[config.mk]
export PLATFORM = sky130hd
export DESIGN_NAME = bp_top
export DESIGN_NICKNAME = d
export VERILOG_FILES = /design/src/common/bp_pkg.sv /design/src/hw/btb/bp_btb.sv /design/src/hw/gshare/bp_gshare.sv /design/src/hw/gshare/bp_taken_select.sv /design/src/hw/bp_top.sv
export VERILOG_INCLUDE_DIRS = /design/src /design/src/common
export SDC_FILE = /design/constraint.sdc
export NUM_CORES = 2
export LEC_CHECK = 0
export BUFFER_PORTS_ARGS = -buffer_cell sky130_fd_sc_hd__buf_2
export CORE_ASPECT_RATIO = 0.8
export CORE_MARGIN = 8
export CORE_UTILIZATION = 30
export CTS_CLUSTER_SIZE = 16
export DETAILED_ROUTE_END_ITERATION = 8
export GPL_ROUTABILITY_DRIVEN = 0
export REMOVE_ABC_BUFFERS = 1
export SLEW_MARGIN = 10
export SYNTH_ARGS = -nofsm -noshare
export SYNTH_HDL_FRONTEND = slang
export SYNTH_SLANG_ARGS = --single-unit
[constraint.sdc]
create_clock -name i_clk -period 3.4 [get_ports i_clk]
set_input_delay 0.68 -clock i_clk [delete_from_list [all_inputs] [get_ports i_clk]]
set_output_delay 0.68 -clock i_clk [all_outputs]
set_load 0.01 [all_outputs]
[src/common/bp_consts.svh]
// ------------------------------
// sizes for a 16-byte fetch block of 4-byte lanes
// no compressed instructions
// ------------------------------

`ifndef BP_CONSTS_SVH
`define BP_CONSTS_SVH

// instruction lanes in one fetch block
`define BP_LANES 4

// global history width
// also the counter-table index width, 64 counters per lane
`define BP_BHR_W 6

// entries in each lane's BTB, indexed by pc[7:4]
`define BP_BTB_ENTRIES 16

// virtual address width
`define BP_VADDR_W 32

`endif

[src/common/bp_pkg.sv]
// ------------------------------
// types shared by the predictor blocks
// ------------------------------

`default_nettype none

`include "bp_consts.svh"

package bp_pkg;

  // ------------------------------
  // addresses and history
  // ------------------------------

  // fetch pc or branch target
  typedef logic [`BP_VADDR_W-1:0] vaddr_t;

  // global history, same width as a counter-table index
  typedef logic [`BP_BHR_W-1:0] bhr_t;

  // one bit per instruction lane
  typedef logic [`BP_LANES-1:0] lane_mask_t;

  // ------------------------------
  // direction counters
  // ------------------------------

  // 2-bit saturating counter, msb set means predict taken
  typedef enum logic [1:0] {
    STRONG_NT = 2'd0,
    WEAK_NT   = 2'd1,
    WEAK_T    = 2'd2,
    STRONG_T  = 2'd3
  } ctr_e;

endpackage

`default_nettype wire

[src/hw/btb/bp_btb.sv]
// ------------------------------
// direct-mapped, one table per lane, written on taken commits
// a commit in the s0 cycle is not seen by that lookup
// ------------------------------

`default_nettype none

`include "bp_consts.svh"

module bp_btb (
  input  wire logic               i_clk,
  input  wire logic               i_reset_n,

  // fetch search
  input  wire logic               i_s0_valid,
  input  wire bp_pkg::vaddr_t     i_s0_pc,

  // commit update
  input  wire logic               i_cmt_valid,
  input  wire bp_pkg::vaddr_t     i_cmt_pc,
  input  wire logic               i_cmt_taken,
  input  wire logic               i_cmt_is_cond,
  input  wire bp_pkg::vaddr_t     i_cmt_target,

  // search results
  output bp_pkg::lane_mask_t      o_s1_hit,
  output bp_pkg::lane_mask_t      o_s1_is_cond,
  output bp_pkg::lane_mask_t      o_s2_hit,
  output bp_pkg::vaddr_t          o_s2_target [`BP_LANES]
);

  localparam int LANE_W  = $clog2(`BP_LANES);
  localparam int IDX_W   = $clog2(`BP_BTB_ENTRIES);
  localparam int IDX_LSB = 2 + LANE_W;
  localparam int TAG_LSB = IDX_LSB + IDX_W;
  localparam int TAG_W   = `BP_VADDR_W - TAG_LSB;

  logic [LANE_W-1:0]  w_cmt_lane;
  logic [IDX_W-1:0]   w_cmt_idx;
  logic [TAG_W-1:0]   w_cmt_tag;
  logic               w_wr_en;
  logic [IDX_W-1:0]   w_s0_idx;
  logic [TAG_W-1:0]   w_s0_tag;

  bp_pkg::lane_mask_t w_s0_hit;
  bp_pkg::lane_mask_t w_s0_is_cond;
  bp_pkg::vaddr_t     w_s0_target [`BP_LANES];
  bp_pkg::vaddr_t     r_s1_target [`BP_LANES];

  assign w_cmt_lane = i_cmt_pc[2 +: LANE_W];
  assign w_cmt_idx  = i_cmt_pc[IDX_LSB +: IDX_W];
  assign w_cmt_tag  = i_cmt_pc[TAG_LSB +: TAG_W];
  assign w_wr_en    = i_cmt_valid & i_cmt_taken;

  assign w_s0_idx = i_s0_pc[IDX_LSB +: IDX_W];
  assign w_s0_tag = i_s0_pc[TAG_LSB +: TAG_W];

  // ------------------------------
  // per-lane entry arrays
  // ------------------------------
  for (genvar g_lane = 0; g_lane < `BP_LANES; g_lane++) begin : g_lane_btb
    logic [`BP_BTB_ENTRIES-1:0] r_valid;
    logic [TAG_W-1:0]           r_tag    [`BP_BTB_ENTRIES];
    bp_pkg::vaddr_t             r_target [`BP_BTB_ENTRIES];
    logic                       r_is_cond[`BP_BTB_ENTRIES];
    logic                       w_lane_wr;

    assign w_lane_wr = w_wr_en & (w_cmt_lane == LANE_W'(g_lane));

    always_ff @(posedge i_clk, negedge i_reset_n) begin
      if (!i_reset_n) begin
        r_valid <= '0;
      end else if (w_lane_wr) begin
        r_valid[w_cmt_idx] <= 1'b1;
      end
    end

    always_ff @(posedge i_clk) begin
      if (w_lane_wr) begin
        r_tag[w_cmt_idx]     <= w_cmt_tag;
        r_target[w_cmt_idx]  <= i_cmt_target;
        r_is_cond[w_cmt_idx] <= i_cmt_is_cond;
      end
    end

    // tag compare against the s0 pc
    assign w_s0_hit[g_lane]     = i_s0_valid & r_valid[w_s0_idx] &
                                  (r_tag[w_s0_idx] == w_s0_tag);
    assign w_s0_is_cond[g_lane] = r_is_cond[w_s0_idx];
    assign w_s0_target[g_lane]  = r_target[w_s0_idx];
  end

  // ------------------------------
  // s1 / s2 staging
  // ------------------------------
  always_ff @(posedge i_clk, negedge i_reset_n) begin
    if (!i_reset_n) begin
      o_s1_hit     <= '0;
      o_s1_is_cond <= '0;
      o_s2_hit     <= '0;
    end else begin
      o_s1_hit     <= w_s0_hit;
      o_s1_is_cond <= w_s0_is_cond;
      o_s2_hit     <= o_s1_hit;
    end
  end

  always_ff @(posedge i_clk) begin
    r_s1_target <= w_s0_target;
    o_s2_target <= r_s1_target;
  end

endmodule

`default_nettype wire

[src/hw/gshare/bp_gshare.sv]
// ------------------------------
// counters are flops reset to WEAK_T, BHR resets to zero
// s1 history chain starts from the current BHR
// ------------------------------

`default_nettype none

`include "bp_consts.svh"

module bp_gshare (
  input  wire logic                i_clk,
  input  wire logic                i_reset_n,

  // fetch search
  input  wire logic                i_s0_valid,
  input  wire bp_pkg::vaddr_t      i_s0_pc,

  // commit training
  input  wire logic                i_cmt_valid,
  input  wire bp_pkg::vaddr_t      i_cmt_pc,
  input  wire logic                i_cmt_is_cond,
  input  wire logic                i_cmt_taken,
  input  wire logic                i_cmt_mispredict,
  input  wire bp_pkg::bhr_t        i_cmt_index,
  input  wire bp_pkg::ctr_e        i_cmt_ctr,
  input  wire bp_pkg::bhr_t        i_cmt_bhr,

  // from the BTB
  input  wire bp_pkg::lane_mask_t  i_s1_hit,
  input  wire bp_pkg::lane_mask_t  i_s1_is_cond,
  input  wire bp_pkg::lane_mask_t  i_s2_hit,

  // s2 prediction
  output logic                     o_s2_valid,
  output bp_pkg::bhr_t             o_s2_index [`BP_LANES],
  output bp_pkg::ctr_e             o_s2_ctr   [`BP_LANES],
  output bp_pkg::bhr_t             o_s2_bhr   [`BP_LANES],
  output bp_pkg::lane_mask_t       o_s2_taken_lanes
);

  localparam int LANE_W  = $clog2(`BP_LANES);
  localparam int TABLE_N = 2 ** `BP_BHR_W;

  bp_pkg::bhr_t      r_bhr;
  bp_pkg::bhr_t      w_s0_index;
  bp_pkg::bhr_t      r_s1_index;
  logic              r_s1_valid;
  bp_pkg::ctr_e      r_s1_ctr      [`BP_LANES];
  bp_pkg::bhr_t      w_s1_lane_bhr [`BP_LANES];
  bp_pkg::bhr_t      w_s1_chain_bhr;
  logic              w_s1_update;

  logic [LANE_W-1:0] w_cmt_lane;
  logic              w_train;
  bp_pkg::ctr_e      w_upd_ctr;
  logic              w_rollback;
  bp_pkg::bhr_t      w_rollback_bhr;

  assign w_s0_index = r_bhr ^ i_s0_pc[4 +: `BP_BHR_W];

  // ------------------------------
  // commit training
  // ------------------------------
  assign w_cmt_lane = i_cmt_pc[2 +: LANE_W];
  assign w_train    = i_cmt_valid & i_cmt_is_cond;

  // saturating step from the counter seen at prediction time
  always_comb begin
    case (i_cmt_ctr)
      bp_pkg::STRONG_NT: w_upd_ctr = i_cmt_taken ? bp_pkg::WEAK_NT  : bp_pkg::STRONG_NT;
      bp_pkg::WEAK_NT:   w_upd_ctr = i_cmt_taken ? bp_pkg::WEAK_T   : bp_pkg::STRONG_NT;
      bp_pkg::WEAK_T:    w_upd_ctr = i_cmt_taken ? bp_pkg::STRONG_T : bp_pkg::WEAK_NT;
      default:           w_upd_ctr = i_cmt_taken ? bp_pkg::STRONG_T : bp_pkg::WEAK_T;
    endcase
  end

  // per-lane counter tables
  for (genvar g_lane = 0; g_lane < `BP_LANES; g_lane++) begin : g_lane_tbl
    bp_pkg::ctr_e r_ctr [TABLE_N];
    bp_pkg::ctr_e w_s0_ctr;
    logic         w_lane_wr;

    assign w_lane_wr = w_train & (w_cmt_lane == LANE_W'(g_lane));

    always_ff @(posedge i_clk, negedge i_reset_n) begin
      if (!i_reset_n) begin
        for (int i = 0; i < TABLE_N; i++) begin
          r_ctr[i] <= bp_pkg::WEAK_T;
        end
      end else if (w_lane_wr) begin
        r_ctr[i_cmt_index] <= w_upd_ctr;
      end
    end

    // same-cycle write bypass into the s0 read
    assign w_s0_ctr = (w_lane_wr && (i_cmt_index == w_s0_index)) ? w_upd_ctr :
                      r_ctr[w_s0_index];

    always_ff @(posedge i_clk) begin
      r_s1_ctr[g_lane] <= w_s0_ctr;
    end
  end

  // ------------------------------
  // s1 speculative history
  // ------------------------------
  always_comb begin
    bp_pkg::bhr_t v_chain;
    v_chain = r_bhr;
    for (int c = 0; c < `BP_LANES; c++) begin
      w_s1_lane_bhr[c] = v_chain;
      if (i_s1_hit[c] && i_s1_is_cond[c]) begin
        v_chain = {v_chain[`BP_BHR_W-2:0], r_s1_ctr[c][1]};
      end
    end
    w_s1_chain_bhr = v_chain;
  end

  assign w_s1_update    = r_s1_valid & (|(i_s1_hit & i_s1_is_cond));
  assign w_rollback     = i_cmt_valid & i_cmt_is_cond & i_cmt_mispredict;
  assign w_rollback_bhr = {i_cmt_bhr[`BP_BHR_W-2:0], i_cmt_taken};

  // rollback wins over the speculative update
  always_ff @(posedge i_clk, negedge i_reset_n) begin
    if (!i_reset_n) begin
      r_bhr <= '0;
    end else if (w_rollback) begin
      r_bhr <= w_rollback_bhr;
    end else if (w_s1_update) begin
      r_bhr <= w_s1_chain_bhr;
    end
  end

  // ------------------------------
  // pipeline and s2 outputs
  // ------------------------------
  always_ff @(posedge i_clk, negedge i_reset_n) begin
    if (!i_reset_n) begin
      r_s1_valid <= 1'b0;
      o_s2_valid <= 1'b0;
    end else begin
      r_s1_valid <= i_s0_valid;
      o_s2_valid <= r_s1_valid;
    end
  end

  always_ff @(posedge i_clk) begin
    r_s1_index <= w_s0_index;
    o_s2_ctr   <= r_s1_ctr;
    o_s2_bhr   <= w_s1_lane_bhr;
    for (int c = 0; c < `BP_LANES; c++) begin
      o_s2_index[c] <= r_s1_index;
    end
  end

  always_comb begin
    for (int c = 0; c < `BP_LANES; c++) begin
      o_s2_taken_lanes[c] = o_s2_ctr[c][1] & i_s2_hit[c];
    end
  end

endmodule

`default_nettype wire

[src/hw/gshare/bp_taken_select.sv]
// ------------------------------
// purely combinational, lowest taken lane wins
// ------------------------------

`default_nettype none

`include "bp_consts.svh"

module bp_taken_select (
  input  wire bp_pkg::lane_mask_t  i_taken_lanes,
  input  wire bp_pkg::vaddr_t      i_target [`BP_LANES],
  output logic                     o_predict_valid,
  output bp_pkg::vaddr_t           o_target,
  output bp_pkg::lane_mask_t       o_taken_lanes
);

  // ------------------------------
  // first taken lane
  // ------------------------------

  // x & -x keeps only the lowest set bit
  assign o_taken_lanes = i_taken_lanes & (~i_taken_lanes + bp_pkg::lane_mask_t'(1));

  assign o_predict_valid = |i_taken_lanes;

  // ------------------------------
  // one-hot target mux
  // ------------------------------
  always_comb begin
    o_target = '0;
    for (int c = 0; c < `BP_LANES; c++) begin
      // at most one lane contributes
      o_target = o_target | ({`BP_VADDR_W{o_taken_lanes[c]}} & i_target[c]);
    end
  end

endmodule

`default_nettype wire

[src/hw/bp_top.sv]
// ------------------------------
// lookup result 2 cycles after s0, no back-pressure
// commits take effect on the next cycle
// ------------------------------

`default_nettype none

`include "bp_consts.svh"

module bp_top (
  input  wire logic                i_clk,
  input  wire logic                i_reset_n,

  // fetch search
  input  wire logic                i_s0_valid,
  input  wire bp_pkg::vaddr_t      i_s0_pc,

  // commit port
  input  wire logic                i_cmt_valid,
  input  wire bp_pkg::vaddr_t      i_cmt_pc,
  input  wire logic                i_cmt_is_cond,
  input  wire logic                i_cmt_taken,
  input  wire logic                i_cmt_mispredict,
  input  wire bp_pkg::vaddr_t      i_cmt_target,
  input  wire bp_pkg::bhr_t        i_cmt_index,
  input  wire bp_pkg::ctr_e        i_cmt_ctr,
  input  wire bp_pkg::bhr_t        i_cmt_bhr,

  // s2 prediction
  output logic                     o_s2_valid,
  output logic                     o_s2_predict_valid,
  output bp_pkg::vaddr_t           o_s2_predict_target,
  output bp_pkg::lane_mask_t       o_s2_taken_lanes,
  output bp_pkg::bhr_t             o_s2_index [`BP_LANES],
  output bp_pkg::ctr_e             o_s2_ctr   [`BP_LANES],
  output bp_pkg::bhr_t             o_s2_bhr   [`BP_LANES]
);

  bp_pkg::lane_mask_t w_s1_hit;
  bp_pkg::lane_mask_t w_s1_is_cond;
  bp_pkg::lane_mask_t w_s2_hit;
  bp_pkg::vaddr_t     w_s2_target [`BP_LANES];
  bp_pkg::lane_mask_t w_s2_taken_lanes;

  bp_btb u_btb (
    .i_clk         (i_clk),
    .i_reset_n     (i_reset_n),
    .i_s0_valid    (i_s0_valid),
    .i_s0_pc       (i_s0_pc),
    .i_cmt_valid   (i_cmt_valid),
    .i_cmt_pc      (i_cmt_pc),
    .i_cmt_taken   (i_cmt_taken),
    .i_cmt_is_cond (i_cmt_is_cond),
    .i_cmt_target  (i_cmt_target),
    .o_s1_hit      (w_s1_hit),
    .o_s1_is_cond  (w_s1_is_cond),
    .o_s2_hit      (w_s2_hit),
    .o_s2_target   (w_s2_target)
  );

  bp_gshare u_gshare (
    .i_clk            (i_clk),
    .i_reset_n        (i_reset_n),
    .i_s0_valid       (i_s0_valid),
    .i_s0_pc          (i_s0_pc),
    .i_cmt_valid      (i_cmt_valid),
    .i_cmt_pc         (i_cmt_pc),
    .i_cmt_is_cond    (i_cmt_is_cond),
    .i_cmt_taken      (i_cmt_taken),
    .i_cmt_mispredict (i_cmt_mispredict),
    .i_cmt_index      (i_cmt_index),
    .i_cmt_ctr        (i_cmt_ctr),
    .i_cmt_bhr        (i_cmt_bhr),
    .i_s1_hit         (w_s1_hit),
    .i_s1_is_cond     (w_s1_is_cond),
    .i_s2_hit         (w_s2_hit),
    .o_s2_valid       (o_s2_valid),
    .o_s2_index       (o_s2_index),
    .o_s2_ctr         (o_s2_ctr),
    .o_s2_bhr         (o_s2_bhr),
    .o_s2_taken_lanes (w_s2_taken_lanes)
  );

  bp_taken_select u_taken_select (
    .i_taken_lanes   (w_s2_taken_lanes),
    .i_target        (w_s2_target),
    .o_predict_valid (o_s2_predict_valid),
    .o_target        (o_s2_predict_target),
    .o_taken_lanes   (o_s2_taken_lanes)
  );

endmodule

`default_nettype wire

==> results.sh <==
export IMPL_outcome="finished, violations left"
export IMPL_violations="negative setup slack"
export IMPL_skew_ns=0.146
export IMPL_die_h_um=699
export IMPL_dieArea_um2=607000
export IMPL_std_cell_rows=250
export IMPL_clock_fmax_mhz=278
export IMPL_cellPowerDensity_nw_per_um2=572
export IMPL_synthFlopType="edfxtp_1"
export IMPL_initial_core_util=0.301
export IMPL_r2r_setup_slack_ns=0.06
export IMPL_final_core_util=0.359
export IMPL_wl_per_cell_um=30.0
export IMPL_synth_cells=8419
export IMPL_numClockSinks=4552
export IMPL_cp_data_arrival_time_ns=2.91
export IMPL_ys_seq_area_frac=0.749
export IMPL_drive_gt1_frac=0.383
export IMPL_path_clk_slew_ns=0.06
export IMPL_drc=0
export IMPL_vias_per_cell=5.23
export IMPL_clock_latency_ns=1.08
export IMPL_port_buffers=203
export IMPL_synth_edff_count=3648
export IMPL_drt_pass1_iterations=6
export IMPL_grt_use_met2=0.261
export IMPL_critPathRequiredTime_ns=2.72
export IMPL_num_vias=91300
export IMPL_finalHoldViolCount=0
export IMPL_synth_seq_cells=4552
export IMPL_grt_overflow=0
export IMPL_grt_pass1_vias=91700
export IMPL_synth_async_sr_flop_share=0.131
export IMPL_fin_nets=9507
export IMPL_met1_usage=0.235
export IMPL_setup_ws_ns=-0.191
export IMPL_synth_area_per_cell_um2=20.8
export IMPL_grt_pass1_wl_um=727000
export IMPL_drt_initial_drc_count=12400
export IMPL_finalWirelength_um=524000
export IMPL_layout_min_cycle_time_ns=3.59
export IMPL_slew_viol_final=0
export IMPL_cts_made_buffers=439
export IMPL_cts_root_buffer="clkbuf_16"
export IMPL_worst_slew_pin_slew_ns=1.26
export IMPL_crit_path_max_fanout=8
export IMPL_ys_warn_count=0
export IMPL_syn2layout_area_growth_pct=19.3
export IMPL_io_pins=211
export IMPL_track_usage=0.167
export IMPL_hpwl_um=317000
export IMPL_setup_viol=33
export IMPL_max_slew_margin_rel=0.161
export IMPL_cts_tree="built"
export IMPL_core_um2=580000
export IMPL_final_cell_count_no_fill=17500
export IMPL_hp_class="input port to register"
export IMPL_ant_nets=0
export IMPL_rsz0062_at_grt="true"
export IMPL_syn_area_um2=175000
export IMPL_grt_max_degree=97
export IMPL_end_kind="output pin"
export IMPL_peakVddDrop_mv=0.569
export IMPL_antenna_found_initial=73
export IMPL_post_route_period_util=1.06
export IMPL_cts_buffer_depth=4
export IMPL_htreeDepth=5
export IMPL_whs_ns=0.0797
export IMPL_ys_types=70
export IMPL_power_leakage_nw=69.6
export IMPL_grt_busiest_layer="met2"
export IMPL_finalPower_w=0.119
export IMPL_drv_cap=0
export IMPL_path_class="register to output pin"
export IMPL_start_kind="register"
export IMPL_dp_cells=16600
export IMPL_die_w_um=869
export IMPL_fillers=52800
export IMPL_grt_use_met3=0.0367
==> power breakdown <==
| group | switching [W] | leakage, nW | total [W] | internal [W] |
|---|---|---|---|---|
| logic | 0.00451 | 19.7 | 0.00777 | 0.00326 |
| clock network | 0.0216 | 7.19 | 0.0498 | 0.0282 |
| registers | 0.000533 | 42.7 | 0.0617 | 0.0612 |
==> metrics by stage <==
stage               setup TNS (ns)  setup slack (ns)  area [um^2]
floorplan                 -3811.99             -8.12       172000
global placement             -2.76            -0.561       192000
detailed placement           -2.44            -0.450       192000
CTS                          -8.32            -0.381       208000
global route                 -7.36            -0.347       208000
finish                       -3.39            -0.191       208000
==> layer usage <==
metal | vias to the layer above | part of all wire
li1 | 36200 | -
met1 | 49600 | 0.42
met2 | 4682 | 0.46
met3 | 841 | 0.095
met4 | 26 | 0.028
met5 | - | 0.00035
==> area by class of cell <==
class | instances | area, um^2 | area share
clock inverter | 234 | 2540 | 0.0122
antenna | 13 | 32.5 | 0.000156
sequential | 4552 | 131000 | 0.628
inverter | 25 | 111 | 0.000534
tap | 7686 | 9620 | 0.0461
timing repair buffer | 1020 | 10800 | 0.0518
clock buffer | 594 | 12200 | 0.0584
multi-input combinational | 3352 | 42200 | 0.202
==> cells by family after synthesis <==
logic type / synth area share
AO/OA/AOI/OAI: 0.0152
multiplexers: 0.189
AND/OR/NAND/NOR: 0.0267
flip-flops: 0.749
buffers and inverters: 0.0144
adder cells (fa/ha/maj): 0.000115
XOR/XNOR: 0.00562
==> path summary, 6_finish.rpt <==
kind / from / endpoint / cells past startpoint
worst min register to register: u_btb.r_s1_target[0] / u_btb.o_s2_target[0] / 0
worst max register to register: u_gshare.r_bhr[0] / u_gshare.r_s1_ctr[3] / 10
max in group asynchronous: i_reset_n / u_gshare.g_lane_tbl[0].r_ctr[5] / 3
worst max-delay path: u_btb.o_s2_hit[0] / o_s2_predict_target[8] / 8
min in group asynchronous: i_reset_n / u_gshare.g_lane_tbl[1].r_ctr[26] / 2
worst min-delay path: i_cmt_pc[12] / u_btb.g_lane_btb[0].r_tag[3][4] / 1
==> flip-flops by register name, summed over array words and instances, names as in the netlist, 4 cells and up <==
| signal | count |
|---|---|
| u_btb.o_s1_is_cond | 4 |
| u_gshare.r_s1_index | 6 |
| u_btb.o_s2_target | 128 |
| u_gshare.o_s2_ctr | 8 |
| u_gshare.r_s1_ctr | 8 |
| u_btb.r_s1_target | 128 |
| u_gshare.r_bhr | 6 |
| u_btb.g_lane_btb.r_target | 2048 |
| u_btb.o_s2_hit | 4 |
| u_gshare.o_s2_bhr | 24 |
| u_btb.g_lane_btb.r_is_cond | 64 |
| u_btb.g_lane_btb.r_valid | 64 |
| u_btb.o_s1_hit | 4 |
| u_btb.g_lane_btb.r_tag | 1536 |
| u_gshare.g_lane_tbl.r_ctr | 512 |
| u_gshare.o_s2_index | 6 |
==> cells in the final DEF (no fill, tap or decap), types with 256 or more instances in the layout <==
cell	Yosys	layout
dfrtp_1	340	340
buf_12	0	257
nand2_1	469	420
mux2_2	434	434
dfstp_2	256	256
clkbuf_16	0	444
edfxtp_1	3648	3648
dfxtp_1	308	305
buf_4	72	529
mux4_2	1162	1162
==> critical path, cell delays in order, from the launching register on <==
cell	delay, ns
dfrtp_1	0.44
nand2_4	0.13
nand2_4	0.09
nor2_4	0.05
buf_12	0.15
a222oi_1	0.65
nand2_2	0.14
buf_6	0.17
buf_6	0.12
==> cells in the mapped netlist (all sizes together) (9+ instances only) <==
library cell / instances / area (um^2)
dfrtp: 340 / 8510
nor2b: 29 / 181
a22oi: 35 / 263
mux4: 1162 / 26200
nor4: 15 / 100
a31oi: 24 / 150
nor3: 18 / 90.1
mux2i: 190 / 1900
mux2: 434 / 4890
o22ai: 27 / 169
nand3: 81 / 405
a21oi: 36 / 180
nor2: 308 / 1160
a221oi: 19 / 173
nand2: 469 / 1760
nand4: 27 / 169
xnor2: 64 / 568
a222oi: 33 / 330
nand2b: 9 / 56.3
dfstp: 256 / 6730
dfxtp: 308 / 6170
clkbuf: 220 / 827
and3: 14 / 87.6
a32oi: 14 / 123
o21ai: 134 / 671
buf: 270 / 1590
inv: 22 / 82.6
edfxtp: 3648 / 110000
xor2: 37 / 324
or2: 66 / 413
a211oi: 15 / 113
==> what timing repair did <==
item	4_1_cts	5_1_grt
setup endpoints to repair	36	34
buffers inserted	28	11
pin swaps	21	19
gates cloned	4	1
resized for setup	95	74
hold endpoints to repair	42	0
hold buffers	6	0
(Power assumes the default switching activity.)
